`src/hdl/mem_pkg.sv`:
```
/*
 * Shared definitions for the data-side memory subsystem:
 * opcode and funct3 codes, memory sizes, request, response and write-port structs
 */

`default_nettype none

package mem_pkg;

    // ------------------------------
    // Memory geometry
    // ------------------------------
    localparam int ram_words     = 1024;
    localparam int ram_addr_bits = 10;

    // UART lives in the 0x8xxx_xxxx region
    localparam logic [3:0] uart_base      = 4'h8;
    localparam logic [2:0] uart_rx_offset = 3'h4;

    // ------------------------------
    // RISC-V encodings
    // ------------------------------
    localparam logic [6:0] opc_load  = 7'b000_0011;
    localparam logic [6:0] opc_store = 7'b010_0011;

    localparam logic [2:0] fnc_b  = 3'b000;
    localparam logic [2:0] fnc_h  = 3'b001;
    localparam logic [2:0] fnc_w  = 3'b010;
    localparam logic [2:0] fnc_bu = 3'b100;
    localparam logic [2:0] fnc_hu = 3'b101;

    typedef enum logic [1:0] {
        op_none  = 2'd0,
        op_load  = 2'd1,
        op_store = 2'd2
    } mem_op_e;

    // ------------------------------
    // Channel payloads
    // ------------------------------
    typedef struct packed {
        logic [6:0]  opcode;
        logic [2:0]  funct3;
        logic [31:0] addr;
        logic [31:0] data;
    } mem_req_t;

    typedef struct packed {
        logic [31:0] data;
    } mem_rsp_t;

    // One word write, shared by both memories
    typedef struct packed {
        logic [ram_addr_bits-1:0] idx;
        logic [3:0]               be;
        logic [31:0]              data;
    } wr_port_t;

    typedef struct packed {
        logic dmem;
        logic imem;
        logic uart_tx;
        logic uart_rx_pop;
        logic uart_status;
    } region_t;

endpackage

`default_nettype wire

```
`src/hdl/mem_region_decode.sv`:
```
/*
 * Address and opcode decode: region selects, store byte enables
 * and lane-aligned store data
 */

`timescale 1ns/1ps
`default_nettype none

module mem_region_decode (
    input  mem_pkg::mem_req_t  req,
    input  logic               accept,
    output mem_pkg::region_t   region,
    output mem_pkg::wr_port_t  wr
);

    mem_pkg::mem_op_e op;
    logic [3:0]       mask;
    logic [1:0]       offset;
    logic             in_uart;

    assign offset = req.addr[1:0];

    // ------------------------------
    // Opcode class and size mask
    // ------------------------------
    always_comb
    begin
        case (req.opcode)
            mem_pkg::opc_load:  op = mem_pkg::op_load;
            mem_pkg::opc_store: op = mem_pkg::op_store;
            default:            op = mem_pkg::op_none;
        endcase
    end

    always_comb
    begin
        case (req.funct3)
            mem_pkg::fnc_b,
            mem_pkg::fnc_bu: mask = 4'b0001;
            mem_pkg::fnc_h,
            mem_pkg::fnc_hu: mask = 4'b0011;
            default:         mask = 4'b1111;
        endcase
    end

    // ------------------------------
    // Region selects
    // ------------------------------
    assign in_uart = (req.addr[31:28] == mem_pkg::uart_base);

    always_comb
    begin
        // Data and instruction regions may overlap, a store then hits both
        region.dmem = !req.addr[31] && req.addr[28];
        region.imem = !req.addr[31] && req.addr[29];

        region.uart_tx     = (op == mem_pkg::op_store) && in_uart;
        region.uart_rx_pop = (op == mem_pkg::op_load) && in_uart
                             && (req.addr[2:0] == mem_pkg::uart_rx_offset);
        region.uart_status = (op == mem_pkg::op_load) && in_uart
                             && (req.addr[2:0] == 3'h0);
    end

    // ------------------------------
    // Write port
    // ------------------------------
    always_comb
    begin
        wr.idx = req.addr[mem_pkg::ram_addr_bits+1:2];

        // Lanes shifted past bit 3 fall off, so a crossing store loses its top bytes
        if (op == mem_pkg::op_store && accept)
        begin
            wr.be = mask << offset;
        end
        else
        begin
            wr.be = 4'b0000;
        end

        wr.data = req.data << {offset, 3'b000};
    end

endmodule

`default_nettype wire

```
`config.mk`:
```
export PLATFORM = sky130hd
export DESIGN_NAME = mem_region_decode
export DESIGN_NICKNAME = d
export VERILOG_FILES = /design/src/hdl/mem_pkg.sv /design/src/hdl/mem_region_decode.sv
export SDC_FILE = /design/constraint.sdc
export NUM_CORES = 1
export LEC_CHECK = 0
export BUFFER_PORTS_ARGS = -buffer_cell sky130_fd_sc_hd__buf_2
export CORE_MARGIN = 2
export CORE_UTILIZATION = 31
export DETAILED_ROUTE_END_ITERATION = 16
export GPL_TIMING_DRIVEN = 0
export PLACE_DENSITY_LB_ADDON = 0.12
export SYNTH_ARGS = -nofsm -noshare
export SYNTH_HDL_FRONTEND = slang
export SYNTH_SLANG_ARGS = --single-unit
```
`constraint.sdc`:
```
create_clock -name vclk -period 2.1
set_input_delay 0.21 -clock vclk [all_inputs]
set_output_delay 0.21 -clock vclk [all_outputs]
set_load 0.05 [all_outputs]
```
==> flow_metrics.py <==
metrics = {
    "global_routing": {
        "grt_util_all_layers_pct": 21.5,
        "global_route.overflow_total": 0,
        "first_global_vias": 1101,
        "grt_max_degree": 11,
        "global_route_wire_length_before_repair_mm": 4.66,
        "grt_antenna_before_repair": 0,
    },
    "die": {
        "die-width_um": 52.2,
        "floorplan.initialDensity_pct": 32.6,
        "placementRows": 17,
        "core-area_um2": 2210,
        "fp.dieArea_um2": 2730,
        "ioPinCount": 126,
        "height_of_the_die_um": 52.2,
    },
    "power": {
        "power.ir.vdd_worst_uv": 184,
        "p_leak_nw": 0.732,
        "cellPowerDensity_nw_per_um2": 345,
    },
    "timing": {
        "setup_tns_ps": 0,
        "timing.fmax_ghz": 0.541,
        "setup_viol": 0,
        "slew_viol_final": 0,
        "worst_hold_slack_ps": 722,
        "period_share_pct": 88.0,
        "period_needed_ps": 1850,
        "report.final.hold_viol_count": 0,
        "slew_headroom_pct": 52.1,
        "unrepaired_setup_endpoints_after_global_routing": "no",
        "tightest_slew_ps": 716,
    },
    "layout": {
        "area_growth_syn_to_layout_pct": 75.7,
        "post_route_cells_drive_above_1_share_pct": 55.3,
        "fin_nets": 292,
        "n_antenna_cell": 0,
        "clockBufferCount": 0,
        "final-seq-area_um2": 0,
        "design.seq.count": 0,
    },
    "drt": {
        "wl_per_cell_um": 12.6,
        "antenna_violating_nets_post_route": 0,
        "number_of_optimization_iterations_in_the_first_detailed_route_pass": 4,
        "drt-total-wl_mm": 3.07,
        "drc": 0,
        "vias_per_cell": 4.87,
        "route.vias.total": 1184,
        "drtIter0Drc": 11,
    },
    "place": {
        "sum_of_net_half_perimeters_after_detailed_placement_mm": 2.46,
        "count_of_buffers_from_port_buffering": 100,
        "routability_congestion_estimate": 0.804,
    },
    "clock_tree": {
        "number_of_buffers_inserted_by_post_cts_setup_repair": 0,
        "ctsResizeCount": 0,
        "hold_buffer_count_at_cts": 0,
    },
    "status": {
        "outcome": "complete, no violations",
    },
    "synthesis": {
        "synth.yosys.warnings": 0,
        "synth_seq_area_share_pct": 0,
        "synthesis.area_per_instance_um2": 6.27,
        "netlist.area_leader.share_pct": 22.2,
        "synth.net_count": 190,
        "synth.area.top_cells": "sky130_fd_sc_hd__mux2i_1, sky130_fd_sc_hd__buf_4, sky130_fd_sc_hd__nor2b_1, sky130_fd_sc_hd__a211oi_1, sky130_fd_sc_hd__and2_1",
        "synthesis.instances": 115,
        "syn_area_um2": 721,
        "synthDominantAreaCellType": "sky130_fd_sc_hd__mux2i_1",
        "synth_cell_type_count": 20,
    },
    "setup_path": {
        "cp_endpoint_kind": "output pin",
        "timing_worst_setup_path_type": "primary input to output pin",
        "worst-path-max-fanout": 10,
        "worst-endpoint-arrival_ps": 1640,
        "required_ps": 1890,
        "timing.critical_path.from_type": "primary input",
    },
    "flow_run": {
        "drv_cap": 0,
    },
    "min_path": {
        "hp-class": "primary input to output pin",
    },
}
-- logic make-up (layout without fill, tap and decap cells) --
group	Yosys count	after routing	share of synthesized area, %
mux	16	16	22.2
buf+inv	21	121	16.8
simple gates	50	50	37.3
compound gates	28	28	23.6
-- cells in the mapped netlist (all sizes together), types with 2 or more instances --
library cell / n
and2: 8
a211oi: 10
o21ai: 9
clkbuf: 3
inv: 2
buf: 16
mux2i: 16
nor2b: 11
nor2: 10
a21oi: 9
nor3: 6
nand2: 10
-- final timing paths --
path | startpoint | slack, ps | cells after the start | to
setup / recovery | req[33] | 250 | 6 | region[1]
hold / removal | req[36] | 720 | 2 | wr[38]
-- cell type report --
class / count / area (um2)
multi-input combinational: 94 / 609
timing repair buffer: 100 / 500
buffer: 19 / 114
inverter: 2 / 7.51
fill: 245 / 946
tap: 28 / 35.0
-- through the flow --
stage | instance area (um2) | power [mW] | util (%) | std cells | setup WS, ps
6_report | 1270 | 0.437 | 57.2 | 243 | 252
5_1_grt | 1270 | 0.461 | 57.2 | 243 | 61.9
4_1_cts | 1270 | 0.437 | 57.2 | 243 | 261
3_3_place_gp | 1270 | 0.431 | 57.2 | 243 | 271
3_5_place_dp | 1270 | 0.436 | 57.2 | 243 | 262
2_1_floorplan | 731 | 0.311 | - | 115 | -48.7
-- where the power goes --
group | switching, mW | leakage [nW] | total (mW) | internal, mW
registers | 0 | 0 | 0 | 0
logic | 0.311 | 0.732 | 0.437 | 0.126
clock network | 0 | 0 | 0 | 0
-- metal layers --
| layer | GRT usage (%) | vias to the layer above | part of all wire [%] |
|---|---|---|---|
| met2 | 40.3 | 60 | 51 |
| li1 | - | 595 | - |
| met4 | 1.71 | 0 | 0.42 |
| met1 | 28.0 | 527 | 40 |
| met5 | 0 | - | 0 |
| met3 | 1.14 | 2 | 7.8 |
-- layout by cell type, fill, tap and decap left out --
| cell | instances |
|---|---|
| sky130_fd_sc_hd__mux2i_1 | 16 |
| sky130_fd_sc_hd__and2_1 | 8 |
| sky130_fd_sc_hd__o21ai_0 | 9 |
| sky130_fd_sc_hd__or3_2 | 1 |
| sky130_fd_sc_hd__nor3_1 | 4 |
| sky130_fd_sc_hd__nor2_1 | 10 |
| sky130_fd_sc_hd__a211oi_1 | 9 |
| sky130_fd_sc_hd__or4b_1 | 1 |
| sky130_fd_sc_hd__nand2_1 | 10 |
| sky130_fd_sc_hd__a21oi_1 | 9 |
| sky130_fd_sc_hd__inv_1 | 2 |
| sky130_fd_sc_hd__nand3_1 | 1 |
| sky130_fd_sc_hd__nand4bb_1 | 1 |
| sky130_fd_sc_hd__nor3_2 | 2 |
| sky130_fd_sc_hd__a211oi_2 | 1 |
| sky130_fd_sc_hd__buf_1 | 2 |
| sky130_fd_sc_hd__buf_4 | 10 |
| sky130_fd_sc_hd__clkbuf_1 | 3 |
| sky130_fd_sc_hd__nor2b_1 | 11 |
| sky130_fd_sc_hd__or4_4 | 1 |
| sky130_fd_sc_hd__buf_2 | 104 |
-- worst max-delay path, stage by stage --
cell,delay [ps]
sky130_fd_sc_hd__buf_2,110
sky130_fd_sc_hd__buf_2,180
sky130_fd_sc_hd__nor2_1,570
sky130_fd_sc_hd__nand3_1,140
sky130_fd_sc_hd__nor3_1,140
sky130_fd_sc_hd__buf_2,290
Power figures use the tool's default switching activity.
