### src/hdl/mem_pkg.sv
/*
 * Shared definitions for the data-side memory subsystem:
 * opcode and funct3 codes, memory sizes, request, response and write-port structs
 */

`default_nettype none

package mem_pkg;

    // ------------------------------
    // Memory geometry
    // ------------------------------
    localparam int ram_words     = 1024;
    localparam int ram_addr_bits = 10;

    // UART lives in the 0x8xxx_xxxx region
    localparam logic [3:0] uart_base      = 4'h8;
    localparam logic [2:0] uart_rx_offset = 3'h4;

    // ------------------------------
    // RISC-V encodings
    // ------------------------------
    localparam logic [6:0] opc_load  = 7'b000_0011;
    localparam logic [6:0] opc_store = 7'b010_0011;

    localparam logic [2:0] fnc_b  = 3'b000;
    localparam logic [2:0] fnc_h  = 3'b001;
    localparam logic [2:0] fnc_w  = 3'b010;
    localparam logic [2:0] fnc_bu = 3'b100;
    localparam logic [2:0] fnc_hu = 3'b101;

    typedef enum logic [1:0] {
        op_none  = 2'd0,
        op_load  = 2'd1,
        op_store = 2'd2
    } mem_op_e;

    // ------------------------------
    // Channel payloads
    // ------------------------------
    typedef struct packed {
        logic [6:0]  opcode;
        logic [2:0]  funct3;
        logic [31:0] addr;
        logic [31:0] data;
    } mem_req_t;

    typedef struct packed {
        logic [31:0] data;
    } mem_rsp_t;

    // One word write, shared by both memories
    typedef struct packed {
        logic [ram_addr_bits-1:0] idx;
        logic [3:0]               be;
        logic [31:0]              data;
    } wr_port_t;

    typedef struct packed {
        logic dmem;
        logic imem;
        logic uart_tx;
        logic uart_rx_pop;
        logic uart_status;
    } region_t;

endpackage

`default_nettype wire

### src/hdl/load_extend.sv
/*
 * Load return path: registers the load attributes at accept,
 * then aligns and extends the selected word one cycle later
 */

`timescale 1ns/1ps
`default_nettype none

module load_extend (
    input  logic               clk,
    input  logic               arst_n,
    input  logic               load_accept,
    input  mem_pkg::region_t   region,
    input  logic [2:0]         funct3,
    input  logic [1:0]         offset,
    input  logic [31:0]        dmem_word,
    input  logic [31:0]        uart_word,
    output logic               rsp_valid,
    output mem_pkg::mem_rsp_t  rsp
);

    typedef enum logic [1:0] {
        src_zero,
        src_dmem,
        src_uart
    } src_e;

    typedef struct packed {
        src_e       src;
        logic [2:0] funct3;
        logic [1:0] offset;
    } ld_ctx_t;

    ld_ctx_t     ctx;
    logic [31:0] uart_q;
    logic [31:0] word;
    logic [31:0] shifted;

    always_ff @(posedge clk or negedge arst_n)
    begin
        if (!arst_n)
        begin
            rsp_valid <= 1'b0;
        end
        else
        begin
            rsp_valid <= load_accept;
        end
    end

    // Attributes and the UART word are captured together at accept
    always_ff @(posedge clk)
    begin
        if (load_accept)
        begin
            if (region.dmem)
            begin
                ctx.src <= src_dmem;
            end
            else if (region.uart_rx_pop || region.uart_status)
            begin
                ctx.src <= src_uart;
            end
            else
            begin
                ctx.src <= src_zero;
            end
            ctx.funct3 <= funct3;
            ctx.offset <= offset;
            uart_q     <= uart_word;
        end
    end

    // ------------------------------
    // Align and extend
    // ------------------------------
    always_comb
    begin
        case (ctx.src)
            src_dmem: word = dmem_word;
            src_uart: word = uart_q;
            default:  word = 32'h0;
        endcase

        shifted = word >> {ctx.offset, 3'b000};

        case (ctx.funct3)
            mem_pkg::fnc_b:  rsp.data = {{24{shifted[7]}}, shifted[7:0]};
            mem_pkg::fnc_bu: rsp.data = {24'h0, shifted[7:0]};
            mem_pkg::fnc_h:  rsp.data = {{16{shifted[15]}}, shifted[15:0]};
            mem_pkg::fnc_hu: rsp.data = {16'h0, shifted[15:0]};
            default:         rsp.data = shifted;
        endcase
    end

endmodule

`default_nettype wire

### config.mk
export PLATFORM = sky130hd
export DESIGN_NAME = load_extend
export DESIGN_NICKNAME = d
export VERILOG_FILES = /design/src/hdl/mem_pkg.sv /design/src/hdl/load_extend.sv
export SDC_FILE = /design/constraint.sdc
export NUM_CORES = 1
export LEC_CHECK = 0
export BUFFER_PORTS_ARGS = -buffer_cell sky130_fd_sc_hd__buf_2
export CORE_MARGIN = 10
export CORE_UTILIZATION = 35
export DETAILED_ROUTE_END_ITERATION = 7
export HOLD_SLACK_MARGIN = 0.15
export PLACE_DENSITY = 0.61
export SYNTH_ARGS = -nofsm -noshare
export SYNTH_HDL_FRONTEND = slang
export SYNTH_SLANG_ARGS = --single-unit
### constraint.sdc
create_clock -name clk -period 2.2 [get_ports clk]
set_clock_uncertainty 0.2 [all_clocks]
set_input_delay 0.22 -clock clk [delete_from_list [all_inputs] [get_ports clk]]
set_output_delay 0.22 -clock clk [all_outputs]
set_load 0.02 [all_outputs]
==> results_tabular.tex <==
\begin{tabular}{lr}
\hline
Metric & Value \\
\hline
\multicolumn{2}{l}{\textbf{STA}} \\
Endpoints failing hold & 0 \\
Post-route worst setup slack & -431 ps \\
WHS & roughly 240 ps \\
Maximum operating frequency & 380 MHz \\
Post-route minimum period & roughly 2600 ps \\
Share of the clock period used by the worst path & 1.20 \\
Relative slew slack & 0.309 \\
\# setup viols final & 32 \\
Unrepaired setup endpoints after global routing & true \\
Final slew viol count & 0 \\
Tightest Pin Transition & around 1000 ps \\
\multicolumn{2}{l}{\textbf{GRT}} \\
Gr ovfl total & 0 \\
Global-route usage over all layers & 0.170 \\
Pin count of the biggest net entering global routing & between 40 and 50 \\
Vias in the first global route & about 2600 \\
Global-route wire length before repair & $\sim$14000 um \\
Number of antenna violations at the first check in global routing & 1 \\
\multicolumn{2}{l}{\textbf{Clock network}} \\
Maximum count of clock buffers along a single path & 2 \\
Clock buffer count from CTS & 5 \\
Clock root buffer & sky130\_fd\_sc\_hd\_\_clkbuf\_8 \\
CTS H-Tree Depth & 2 \\
TritonCTS clock tree & built \\
Sinks on Clock Net & 40 \\
Clock input transition at the sequential cells of the worst setup and hold paths & around 70 ps \\
\multicolumn{2}{l}{\textbf{Yosys}} \\
Mapped Nets & 288 \\
Number of distinct library cells after synthesis & 36 \\
Cell count after synthesis & approximately 210 \\
Post-Syn Area & roughly 2400 sq um \\
Top\_reg\_cell synth & sky130\_fd\_sc\_hd\_\_edfxtp\_1 \\
Register bit total from synthesis & 40 \\
Sequential area share after synthesis & 0.495 \\
Number of enable-type register cells in the synthesized netlist & 39 \\
Async set-or-reset flop fraction in the synthesized netlist & 0.0250 \\
Avg Cell Area, Syn & $\sim$12 sq um \\
Yosys Warn Count & 0 \\
\multicolumn{2}{l}{\textbf{Flow run}} \\
Count of maximum capacitance violations & 0 \\
\multicolumn{2}{l}{\textbf{Power}} \\
Leak Pwr & approximately 0.0017 uW \\
VDD IR-drop max & between 0.0003 and 0.0004 V \\
Sequential Power Share & 0.411 \\
Ratio of total power to cell area & 553 nW/um\^{}2 \\
Switching Fraction & 0.319 \\
Pint & about 1600 uW \\
Switching pwr & 733 uW \\
Total power of the final layout & 2300 uW \\
Comb power frac & 0.366 \\
Clock network power share & 0.223 \\
\multicolumn{2}{l}{\textbf{Min path}} \\
Worst hold stages & 2 \\
Path type of the worst min-delay path & in -> reg \\
Capture endpoint of the worst hold path & rsp\_valid\$\_DFF\_PN0\_ \\
Start point of the worst hold path & load\_accept \\
\multicolumn{2}{l}{\textbf{Placement}} \\
Detail Placement HPWL & $\sim$6400 um \\
Final weighted congestion in routability-driven placement & 0.827 \\
Port Buffers & 107 \\
\multicolumn{2}{l}{\textbf{Die}} \\
Boundary Pins & 110 \\
Die width & slightly above 100 um \\
Height of the die & 103 um \\
Die area & 10600 sq um \\
Effective utilization at floorplan & 0.358 \\
Number of placement rows & 30 \\
Core region area & a little under 7000 sq um \\
\multicolumn{2}{l}{\textbf{Setup path}} \\
Crit Path Category & reg -> out \\
Cell with the largest stage delay on the worst path & sky130\_fd\_sc\_hd\_\_edfxtp\_1 \\
Maximum fanout encountered on the critical timing path & 6 \\
Most common cell on crit path & sky130\_fd\_sc\_hd\_\_buf\_6 \\
CP Capture Type & primary output \\
Crit path arrival time & between 2000 and 2500 ps \\
Setup crit start kind & flip-flop \\
Required time of the critical path & roughly 1800 ps \\
Critical path's largest stage delay & $\sim$440 ps \\
Ordered cell list for the critical path & inv\_2, ha\_4, buf\_6, a22oi\_2, o22ai\_4, a22oi\_4, buf\_6, buf\_12, o21ai\_4, buf\_6 \\
Critical path buffer and inverter count & 5 \\
Critical path's top delay family & buffers and inverters \\
\multicolumn{2}{l}{\textbf{Finish}} \\
Share of cells above drive strength 1 & 0.524 \\
Most common cell after layout, fill and taps aside & sky130\_fd\_sc\_hd\_\_buf\_2 \\
Area grow syn2layout & 71.8\% \\
Number of filler cells placed in the layout & 550 \\
Commonest cells after routing, fill and taps aside & sky130\_fd\_sc\_hd\_\_buf\_2, sky130\_fd\_sc\_hd\_\_dlygate4sd3\_1, sky130\_fd\_sc\_hd\_\_buf\_4 \\
Total Nets Final & $\sim$460 \\
\multicolumn{2}{l}{\textbf{Outcome}} \\
Result of the run & complete, but fails checks \\
Violations in the final reports & setup timing \\
\multicolumn{2}{l}{\textbf{Route}} \\
Starting DRC count in detailed routing & between 100 and 150 \\
Vias after detailed routing & between 2000 and 3000 \\
Routed vias/inst & 5.48 \\
Avg WL per Cell & around 20 um \\
Final wirelength & slightly above 9000 um \\
Residual DRC count & 0 \\
Pre-antenna DRT Iters & 4 \\
Number of nets still failing antenna checks after routing & 0 \\
\hline
\end{tabular}
## synthesized netlist by cell type, types with 4 or more instances
| cell type | n | area share |
|---|---|---|
| sky130_fd_sc_hd__a21oi_1 | 21 | 0.043 |
| sky130_fd_sc_hd__buf_2 | 13 | 0.027 |
| sky130_fd_sc_hd__o311ai_1 | 8 | 0.029 |
| sky130_fd_sc_hd__a22oi_1 | 17 | 0.053 |
| sky130_fd_sc_hd__nor2_1 | 11 | 0.017 |
| sky130_fd_sc_hd__nand3_2 | 8 | 0.033 |
| sky130_fd_sc_hd__o21ai_1 | 6 | 0.012 |
| sky130_fd_sc_hd__a221oi_1 | 21 | 0.076 |
| sky130_fd_sc_hd__buf_6 | 4 | 0.019 |
| sky130_fd_sc_hd__clkbuf_1 | 5 | 0.0078 |
| sky130_fd_sc_hd__edfxtp_1 | 39 | 0.48 |
| sky130_fd_sc_hd__a22o_1 | 7 | 0.025 |
| sky130_fd_sc_hd__a211oi_1 | 14 | 0.043 |
| sky130_fd_sc_hd__nand2_1 | 7 | 0.011 |
## what timing repair did
action | 4_1_cts | 5_1_grt
gates resized for setup | 88 | 12
hold endpoints to repair | 40 | 0
endpoints found under the setup margin | 32 | 32
hold buffers | 42 | 0
buffers inserted | 3 | 0
pin swaps | 5 | 3
cloned | 1 | 1
## power by group through the flow
| stage | registers, uW | logic (uW) | clock network (uW) |
|---|---|---|---|
| 2_1_floorplan | 941 | 363 | 0 |
| 3_3_place_gp | 949 | 608 | 0 |
| 3_5_place_dp | 952 | 616 | 0 |
| 4_1_cts | 942 | 808 | 520 |
| 5_1_grt | 950 | 898 | 545 |
| 6_report | 944 | 840 | 512 |
## sequential cells by signal (all words and copies together), names as in the netlist
| register | cells |
|---|---|
| ctx | 7 |
| uart_q | 32 |
| rsp_valid | 1 |
## final cells by class
cell class	count	area, sq um	share of cell area
timing repair buffer	185	1460	0.352
multi-input combinational	143	1290	0.311
antenna	2	5.00	0.00120
sequential	40	1200	0.288
tap	80	100	0.0241
inverter	2	7.51	0.00181
clock buffer	8	90.1	0.0217
## worst max path at each step
stage | slack [ps] | end | depth (start not counted) | from
after floorplan | 20 | rsp[10] | 8 | ctx[5]$_SDFFCE_PP1P_
after global placement | -160 | rsp[8] | 8 | ctx[5]$_SDFFCE_PP1P_
after detailed placement | -250 | rsp[8] | 8 | ctx[5]$_SDFFCE_PP1P_
after CTS | -370 | rsp[8] | 9 | ctx[5]$_SDFFCE_PP1P_
after global routing | -510 | rsp[10] | 9 | ctx[5]$_SDFFCE_PP1P_
final | -430 | rsp[8] | 10 | ctx[5]$_SDFFCE_PP1P_
## cells by family (layout without fill, tap and decap cells)
kind of cell | Yosys count | in the layout | share of synthesized area
AND/OR/NAND/NOR | 35 | 35 | 0.0906
buffers and inverters | 27 | 195 | 0.0642
flip-flops | 40 | 40 | 0.495
other | 0 | 2 | 0
AO/OA/AOI/OAI | 104 | 105 | 0.335
adder cells (fa/ha/maj) | 2 | 2 | 0.0104
multiplexers | 1 | 1 | 0.00466
## through the flow
stage	instances	instance area (sq um)	setup WS [ps]	setup TNS [ps]	util
detailed placement	403	3170	-246	-5300	0.469
CTS	457	4070	-369	-10000	0.603
floorplan	209	2420	23.0	0	-
global placement	403	3170	-165	-2980	0.469
global route	459	4150	-506	-14520	0.614
finish	460	4150	-431	-11930	0.615
## layer usage
layer  GRT usage  share of wire  up-vias
met2       0.278           0.51      116
li1            -              -     1207
met3      0.0362          0.073       13
met1       0.212           0.40     1186
met4      0.0695          0.019        0
met5           0              0        -
Power figures use the tool's default switching activity.
