File: src/hdl/uart_port.sv
/*
 * UART side of the subsystem: one-byte transmit and receive buffers,
 * valid/ready byte channels and the status word
 */

`timescale 1ns/1ps
`default_nettype none

module uart_port (
    input  logic        clk,
    input  logic        arst_n,

    // Core side
    input  logic        push,
    input  logic [7:0]  push_data,
    input  logic        pop,
    output logic [31:0] status,
    output logic [31:0] rx_word,
    output logic        tx_full,

    // Byte channels
    output logic        tx_valid,
    output logic [7:0]  tx_data,
    input  logic        tx_ready,
    input  logic        rx_valid,
    input  logic [7:0]  rx_data,
    output logic        rx_ready
);

    logic [7:0] tx_buf;
    logic [7:0] rx_buf;
    logic       rx_full;

    // ------------------------------
    // Transmit buffer
    // ------------------------------
    always_ff @(posedge clk or negedge arst_n)
    begin
        if (!arst_n)
        begin
            tx_full <= 1'b0;
        end
        else if (push)
        begin
            tx_full <= 1'b1;
        end
        else if (tx_valid && tx_ready)
        begin
            tx_full <= 1'b0;
        end
    end

    always_ff @(posedge clk)
    begin
        if (push)
        begin
            tx_buf <= push_data;
        end
    end

    assign tx_valid = tx_full;
    assign tx_data  = tx_buf;

    // ------------------------------
    // Receive buffer
    // ------------------------------
    // A fill wins, pop on an empty buffer does nothing
    always_ff @(posedge clk or negedge arst_n)
    begin
        if (!arst_n)
        begin
            rx_full <= 1'b0;
        end
        else if (rx_valid && rx_ready)
        begin
            rx_full <= 1'b1;
        end
        else if (pop)
        begin
            rx_full <= 1'b0;
        end
    end

    always_ff @(posedge clk)
    begin
        if (rx_valid && rx_ready)
        begin
            rx_buf <= rx_data;
        end
    end

    assign rx_ready = !rx_full;
    assign rx_word  = rx_full ? {24'h0, rx_buf} : 32'h0;

    // Bit 0 tx empty, bit 1 rx holds a byte
    assign status = {30'h0, rx_full, !tx_full};

endmodule

`default_nettype wire

File: config.mk
export PLATFORM = sky130hd
export DESIGN_NAME = uart_port
export DESIGN_NICKNAME = d
export VERILOG_FILES = /design/src/hdl/uart_port.sv
export SDC_FILE = /design/constraint.sdc
export NUM_CORES = 1
export LEC_CHECK = 0
export BUFFER_PORTS_ARGS = -buffer_cell sky130_fd_sc_hd__clkbuf_2
export CORE_MARGIN = 3
export CORE_UTILIZATION = 30
export DETAILED_ROUTE_END_ITERATION = 12
export GPL_ROUTABILITY_DRIVEN = 0
export GPL_TIMING_DRIVEN = 0
export PLACE_DENSITY_LB_ADDON = 0.2
export SYNTH_ARGS = -nofsm -noshare
export SYNTH_HDL_FRONTEND = slang
export SYNTH_SLANG_ARGS = --single-unit
File: constraint.sdc
create_clock -name clk -period 1.5 [get_ports clk]
set_input_delay 0 -clock clk [delete_from_list [all_inputs] [get_ports clk]]
set_output_delay 0 -clock clk [all_outputs]
set_load 0.01 [all_outputs]
==> results of run 1 <==
per-layer routing:
metal / global-route usage [%] / share of wire, % / vias up
met1: 8.91 / 30 / 303
met5: 0 / 0 / -
li1: - / - / 406
met3: 3.64 / 18 / 0
met2: 18.6 / 53 / 59
met4: 3.17 / 0 / 0
power by group:
| group | internal [W] | switching (W) | leakage, nW |
|---|---|---|---|
| Combinational | 0.000201 | 0.000166 | 0.781 |
| Clock | 0.000103 | 0.000131 | 0.0150 |
| Sequential | 0.000590 | 0.0000201 | 0.176 |
cell type report:
class	count	area (um^2)	share of cell area (%)
inverters	2	7.51	0.436
plain buffers	56	420	24.4
well taps	44	55.1	3.20
flip-flops and latches	18	531	30.8
multi-input cells	65	283	16.4
repair buffers	61	400	23.2
clock buffers	4	26.3	1.53
cells in the mapped netlist:
master,instances
and2_2,5
edfxtp_1,16
o21bai_1,2
nor2b_1,1
dfrtp_1,2
inv_1,2
buf_4,56
conb_1,1
and2_1,3
state kept, by name (all words and copies together), names as in the netlist:
register,count
rx_full,1
tx_data,8
tx_full,1
rx_buf,8
timing repair:
action / CTS / global route
hold buffers: 19 / 0
resized for setup: 1 / 0
endpoints found under the setup margin: 8 / 0
hold endpoints to repair: 20 / 0
through the flow:
stage          setup WS [ns]  std cells
3_3_place_gp        -0.00191        227
3_5_place_dp        -0.00964        227
6_report               0.249        250
2_1_floorplan          0.254        141
5_1_grt                0.123        250
4_1_cts                0.205        250
worst min-delay path by stage:
stage,endpoint,cells after the start,from,slack (ns)
6_report,tx_full,2,arst_n,0.03
3_5_place_dp,rx_full,1,arst_n,-0.21
4_1_cts,tx_full,2,arst_n,0.01
5_1_grt,tx_full,2,arst_n,0.03
2_1_floorplan,rx_full,0,arst_n,-0.30
3_3_place_gp,rx_full,1,arst_n,-0.21
cells by family after synthesis:
group / after synthesis / share of synthesized area (%)
flip-flops: 18 / 51.0
AND/OR/NAND/NOR: 9 / 6.02
other: 1 / 0.361
AO/OA/AOI/OAI: 2 / 1.44
buffers and inverters: 58 / 41.2
==> key figures, run 1 <==
Outcome
  • Status: complete, no violations

STA
  • RSZ-0062 raised after global routing: no
  • Period minus WS final: 1.25 ns
  • Clk_skew: 0.000195 ns
  • Slew Viols, Final: 0
  • Fmax: 800 MHz
  • Endpoints failing setup: 0
  • Final period util: 83.4%
  • Fin. Hold Viols: 0
  • WHS: 0.0283 ns
  • Fin Setup TNS: 0 ns

Routing
  • Post-route antenna net violation count: 0
  • DRT iter0 DRCs: 9
  • Remaining DRCs: 0
  • Router iterations before antenna repair: 3
  • Drt via density: 3.07
  • Detailed-route via count: 768
  • WL/cell: 8.11 um
  • Post-Route WL: 2030 um

Clock network
  • Clock Tree Root: clkbuf_4
  • CTS buffer count: 3
  • CTS tree: yes
  • CTS sink count: 18
  • Max clock buf depth: 2
  • Post-CTS Setup Inserts: 0
  • H-tree levels: 1
  • CTS clock-pin slew for the worst setup and hold paths: 0.09 ns
  • Clock latency on the worst-skew pair: 0.28 ns

Layout
  • Commonest non-fill, non-tap cells in the layout: 56 x buf_4, 54 x conb_1, 42 x clkbuf_2
  • Layout net count: 229
  • # diodes: 0
  • Cell area after layout: 1720 um^2
  • Area Growth Syn to Fin: 65.7%
  • Layout cells sized above 1: 51.9%
  • Commonest non-fill, non-tap cell in the layout: buf_4
  • Fillers: 308
  • Fin util: 54.2%

Worst setup path
  • CP Launch Type: flip-flop
  • Slowest stage delay, CP: 0.50 ns
  • Critical Path Fanout Max: 11
  • Slowest CP cell: dfrtp_1
  • Number of cells on the critical path: 1
  • Crit Path Class: flip-flop to flip-flop
  • R2R Path Start: rx_full
  • Bufs and invs on worst path: 0
  • Cells along the critical path: nor2b_2
  • WP data required: 1.44 ns
  • R2R depth: 1
  • Worst setup EP type: flip-flop
  • Crit path launch: rx_full
  • Worst reg2reg endpoint: rx_buf[6]
  • Worst Setup EP: rx_buf[6]
  • Worst path arrival time: 1.19 ns
  • FF-to-FF setup slack: 0.25 ns
  • Crit path max-delay family: flip-flops

Job
  • Max-cap violations: 0

Floorplan
  • Core area: 3180 um^2
  • Die Y: 64.9 um
  • Io pins: 97
  • Die X: 64.9 um
  • Num rows: 20
  • Die area: 4210 um^2
  • Starting Density: 32.7%

Global routing
  • Vias in the first global route: 707
  • Pin count of the biggest net entering global routing: 12
  • First-pass GRT wire length: 3110 um
  • Initial antenna violation count: 0
  • Global-route usage over all layers: 9.56%
  • GR Overflow Total: 0

Yosys
  • Yosys Warn Count: 0
  • Seq cells post-synth: 18
  • Post-synth top area share: 46.2%
  • Mapped Area: 1040 um^2
  • Synth Area per Inst: 11.8 um^2
  • Synth top area cells: edfxtp_1 46%, buf_4 40%, dfrtp_1 4.8%, and2_2 3.6%, and2_1 1.8%
  • Register area share after synthesis: 51.0%
  • Cells after synthesis: 88
  • Synth cell types: 9
  • Yosys top cell by area: edfxtp_1

Worst hold path
  • Min-Delay Path Class: input pin to async pin

Power
  • Lkg Pwr: 0.973 nW
  • Max IR drop VDD: 0.555 mV
  • Pwr/cell area: 703 nW/um^2
  • Tot Pwr: 0.00121 W

Placement
  • Post-place instance area: 1500 um^2
  • Buffers on Ports: 42
Note: power is estimated with default switching activity, not from simulation.
==> run 2: changes to the inputs <==
==> constraint.sdc (replaced) <==
create_clock -name clk -period 1.19 [get_ports clk]
set_input_delay 0 -clock clk [delete_from_list [all_inputs] [get_ports clk]]
set_output_delay 0 -clock clk [all_outputs]
set_load 0.01 [all_outputs]
==> run 2 against run 1 <==
Compared with the run above:
- die area did not move
- clock skew rose by 0.0019 ns
- total power up 26%
- critical path type is now flip-flop to primary output
==> key figures, run 2 (synthesis results as in run 1) <==
STA
  • Fmax: 897 MHz
  • Clk_skew: 0.00209 ns
  • WHS: 0.0330 ns
  • RSZ-0062 raised after global routing: no
  • Endpoints failing setup: 0
  • Fin Setup TNS: 0 ns
  • Slew Viols, Final: 0
  • Fin. Hold Viols: 0
  • Final period util: 93.7%
  • Period minus WS final: 1.11 ns

Routing
  • Detailed-route via count: 783
  • Drt via density: 3.13
  • Router iterations before antenna repair: 3
  • Post-route antenna net violation count: 0
  • DRT iter0 DRCs: 3
  • WL/cell: 8.37 um
  • Remaining DRCs: 0
  • Post-Route WL: 2090 um

Clock network
  • Clock Tree Root: clkbuf_4
  • Post-CTS Setup Inserts: 0
  • CTS buffer count: 3
  • CTS sink count: 18
  • CTS clock-pin slew for the worst setup and hold paths: 0.09 ns
  • H-tree levels: 1
  • Max clock buf depth: 2
  • Clock latency on the worst-skew pair: 0.28 ns
  • CTS tree: yes

Worst setup path
  • Crit path max-delay family: flip-flops
  • WP data required: 1.19 ns
  • Slowest CP cell: dfrtp_2
  • Bufs and invs on worst path: 1
  • Worst setup EP type: primary output
  • Critical Path Fanout Max: 11
  • Slowest stage delay, CP: 0.49 ns
  • Crit Path Class: flip-flop to primary output
  • CP Launch Type: flip-flop
  • Worst path arrival time: 1.11 ns
  • Cells along the critical path: and2_2, clkbuf_2

Floorplan
  • Io pins: 97
  • Die Y: 64.9 um
  • Die X: 64.9 um
  • Num rows: 20
  • Starting Density: 32.7%
  • Die area: 4210 um^2
  • Core area: 3180 um^2

Global routing
  • Global-route usage over all layers: 9.83%
  • Initial antenna violation count: 0
  • Pin count of the biggest net entering global routing: 12
  • Vias in the first global route: 744
  • First-pass GRT wire length: 3170 um
  • GR Overflow Total: 0

Power
  • Lkg Pwr: 0.976 nW
  • Pwr/cell area: 886 nW/um^2
  • Max IR drop VDD: 0.663 mV
  • Tot Pwr: 0.00153 W

Layout
  • Layout net count: 229
  • Layout cells sized above 1: 52.4%
  • Fin util: 54.4%
  • Area Growth Syn to Fin: 66.3%
  • Fillers: 298
  • Commonest non-fill, non-tap cell in the layout: buf_4
  • Area of the multi-input gates: 288 um^2
  • # diodes: 0
  • Storage element area: 532 um^2
  • Commonest non-fill, non-tap cells in the layout: 56 x buf_4, 54 x conb_1, 42 x clkbuf_2

Outcome
  • Status: complete, no violations

Worst hold path
  • Min-Delay Path Class: input pin to async pin

Job
  • Max-cap violations: 0

Placement
  • Buffers on Ports: 42
-- run 2: cell type report --
cell class                      count  share of cell area, %
Timing Repair Buffer               61                   23.2
Clock buffer                        3                   1.30
Clock inverter                      1                  0.217
Buffer                             56                   24.3
Multi-Input combinational cell     65                   16.6
Sequential cell                    18                   30.8
Inverter                            2                  0.434
Tap cell                           44                   3.18
-- run 2: path summary, 6_finish.rpt --
path	startpoint	end	slack [ns]	cells after the start
min in group clk	push	tx_data[1]	0.07	1
worst max register to register	rx_full	rx_buf[5]	0.11	1
max in group asynchronous	arst_n	rx_full	1.05	2
worst min-delay path	arst_n	tx_full	0.03	2
worst min register to register	tx_full	tx_full	0.58	2
worst max-delay path	rx_full	rx_word[4]	0.08	2
-- run 2: report_power, final --
| part | switching (W) | internal (W) | total (W) | leakage, nW |
|---|---|---|---|---|
| sequential | 0.0000259 | 0.000745 | 0.000771 | 0.175 |
| combinational | 0.000211 | 0.000255 | 0.000466 | 0.785 |
| clock | 0.000173 | 0.000122 | 0.000294 | 0.0154 |
-- run 2: through the flow --
stage	cell area [um^2]	worst slack [ns]	std cells
6_report	1730	0.0750	250
5_1_grt	1730	0.00659	250
3_3_place_gp	1510	-0.0700	227
4_1_cts	1730	0.0397	250
2_1_floorplan	1240	0.115	141
3_5_place_dp	1510	-0.100	227
-- run 2: what timing repair did --
action                                  CTS  global route
endpoints found under the hold margin    20             0
resized for setup                         2             0
hold buffers                             19             0
endpoints found under the setup margin   13             0
-- run 2: layer usage --
layer	routed length (um)	GRT usage (%)	share of wire [%]	up-vias
li1	-	-	-	406
met1	543	8.52	26	315
met2	1160	19.2	56	62
met3	387	4.85	18	0
met4	0	3.17	0	0
met5	0	0	0	-
==> run 3: changes to the inputs <==
==> constraint.sdc (replaced) <==
create_clock -name clk -period 1.19 [get_ports clk]
set_input_delay 0.238 -clock clk [delete_from_list [all_inputs] [get_ports clk]]
set_output_delay 0.238 -clock clk [all_outputs]
set_load 0.01 [all_outputs]
==> run 3 against run 2 <==
Compared with the run above:
- the flow now finishes with violations (negative setup slack)
- critical path depth up 1
- die area stayed put
- flip-flop and latch count did not move
- critical endpoint is now rx_word[1]
- clock skew increased by 0.0031 ns
- utilization shrank 2.8 points
- register-to-register slack lost 0.20 ns
==> key figures, run 3 (synthesis results as in run 1) <==
Outcome
  • Status: finished with violations
  • Failing checks: negative setup slack

Layout
  • Layout net count: 213
  • Commonest non-fill, non-tap cells in the layout: 55 x buf_4, 54 x conb_1, 32 x clkbuf_2
  • Final std cells w/o fill: 234
  • Layout cells sized above 1: 60.0%
  • Area Growth Syn to Fin: 57.8%
  • # diodes: 0
  • Storage element area: 532 um^2
  • Area of the multi-input gates: 297 um^2
  • Commonest non-fill, non-tap cell in the layout: buf_4
  • Fillers: 311

Worst setup path
  • Worst path arrival time: 1.10 ns
  • Worst setup EP type: primary output
  • R2R Path Start: rx_full
  • R2R depth: 2
  • Crit Path Class: flip-flop to primary output
  • CP Launch Type: flip-flop
  • WP data required: 0.95 ns
  • Critical Path Fanout Max: 5
  • Worst reg2reg endpoint: rx_buf[5]
  • FF-to-FF setup slack: -0.09 ns

STA
  • Final period util: 112%
  • Fin Setup TNS: -2.03 ns
  • RSZ-0062 raised after global routing: yes
  • Period minus WS final: 1.34 ns
  • Clk_skew: 0.00518 ns
  • Fin. Hold Viols: 0
  • Slew Viols, Final: 0
  • Fmax: 749 MHz
  • Setup WS post-layout: -0.145 ns
  • Endpoints failing setup: 18

Global routing
  • Grt peak-use layer: met2
  • Global-route usage over all layers: 8.80%
  • First-pass GRT wire length: 2800 um
  • GR Overflow Total: 0
  • Initial antenna violation count: 0
  • Vias in the first global route: 631
  • GR Util met2: 15.8%
  • Routing usage on met1: 8.19%
  • Met3 global-route usage: 5.03%
  • Pin count of the biggest net entering global routing: 11

Placement
  • # placed instances: 227
  • Buffers on Ports: 42

Worst hold path
  • Min-Delay Path Class: input pin to flip-flop
  • Hold path endpoint: rx_full
  • Worst hold start: pop
  • Hold depth: 2

Floorplan
  • Die X: 64.9 um
  • Die Y: 64.9 um
  • Die area: 4210 um^2
  • Num rows: 20
  • Io pins: 97
  • Core area: 3180 um^2
  • Starting Density: 32.7%

Routing
  • Drt via density: 3.07
  • Post-Route WL: 1920 um
  • Post-route antenna net violation count: 0
  • Remaining DRCs: 0
  • WL/cell: 8.18 um
  • Detailed-route via count: 719
  • DRT iter0 DRCs: 1
  • Router iterations before antenna repair: 3

Clock network
  • H-tree levels: 1
  • CTS tree: yes
  • Clock latency on the worst-skew pair: 0.28 ns
  • Max clock buf depth: 2
  • Clock Tree Root: clkbuf_4
  • CTS clock-pin slew for the worst setup and hold paths: 0.09 ns
  • CTS buffer count: 3
  • CTS sink count: 18

Job
  • Max-cap violations: 0

Power
  • Lkg Pwr: 0.935 nW
  • Pwr/cell area: 961 nW/um^2
  • Tot Pwr: 0.00158 W
  • Max IR drop VDD: 0.695 mV
==> run 3: worst max-delay path by stage <==
stage | cells past startpoint | end | startpoint
after floorplan | 1 | rx_buf[0] | rx_full
after global placement | 1 | rx_buf[5] | rx_full
after detailed placement | 1 | rx_buf[6] | rx_full
after CTS | 3 | rx_word[1] | rx_full
after global routing | 3 | rx_word[1] | rx_full
final | 3 | rx_word[1] | rx_full
==> run 3: metal layers <==
layer / vias up / routed length (um) / part of all wire, %
li1: 373 / - / -
met1: 284 / 513 / 27
met2: 62 / 1030 / 54
met3: 0 / 374 / 20
met4: 0 / 0 / 0
met5: - / 0 / 0
==> run 3: where the power goes <==
part           switching (W)  leakage [nW]  internal, W
sequential         0.0000192         0.175     0.000745
clock               0.000171        0.0154     0.000122
combinational       0.000223         0.744     0.000296
==> run 3: worst max-delay path, stage by stage, from the launching register on <==
cell and delay [ns]:
dfrtp_2 0.44, buf_6 0.14, and2_4 0.13, buf_6 0.11
==> run 3: timing repair <==
action / 4_1_cts / 5_1_grt
setup endpoints to repair: 20 / 20
hold buffers: 1 / 0
setup buffers: 3 / 0
pin swaps: 1 / 0
resized for setup: 13 / 22
endpoints found under the hold margin: 2 / 0
==> run 3: cell type report <==
cell class	count	area share, %
Sequential cell	18	32.4
Clock inverter	1	0.229
Timing Repair Buffer	46	18.9
Tap cell	44	3.36
Clock buffer	3	1.37
Buffer	55	25.2
Multi-Input combinational cell	65	18.1
Inverter	2	0.458
==> run 3: metrics by stage <==
stage / worst slack (ns) / hold WS, ns / utilization [%] / area (um^2)
2_1_floorplan: 0.115 / -0.0576 / - / 1240
3_3_place_gp: -0.0700 / 0.0264 / 47.4 / 1510
3_5_place_dp: -0.100 / 0.0279 / 47.4 / 1510
4_1_cts: -0.174 / 0.0964 / 49.8 / 1580
5_1_grt: -0.201 / 0.0870 / 51.6 / 1640
6_report: -0.145 / 0.116 / 51.6 / 1640
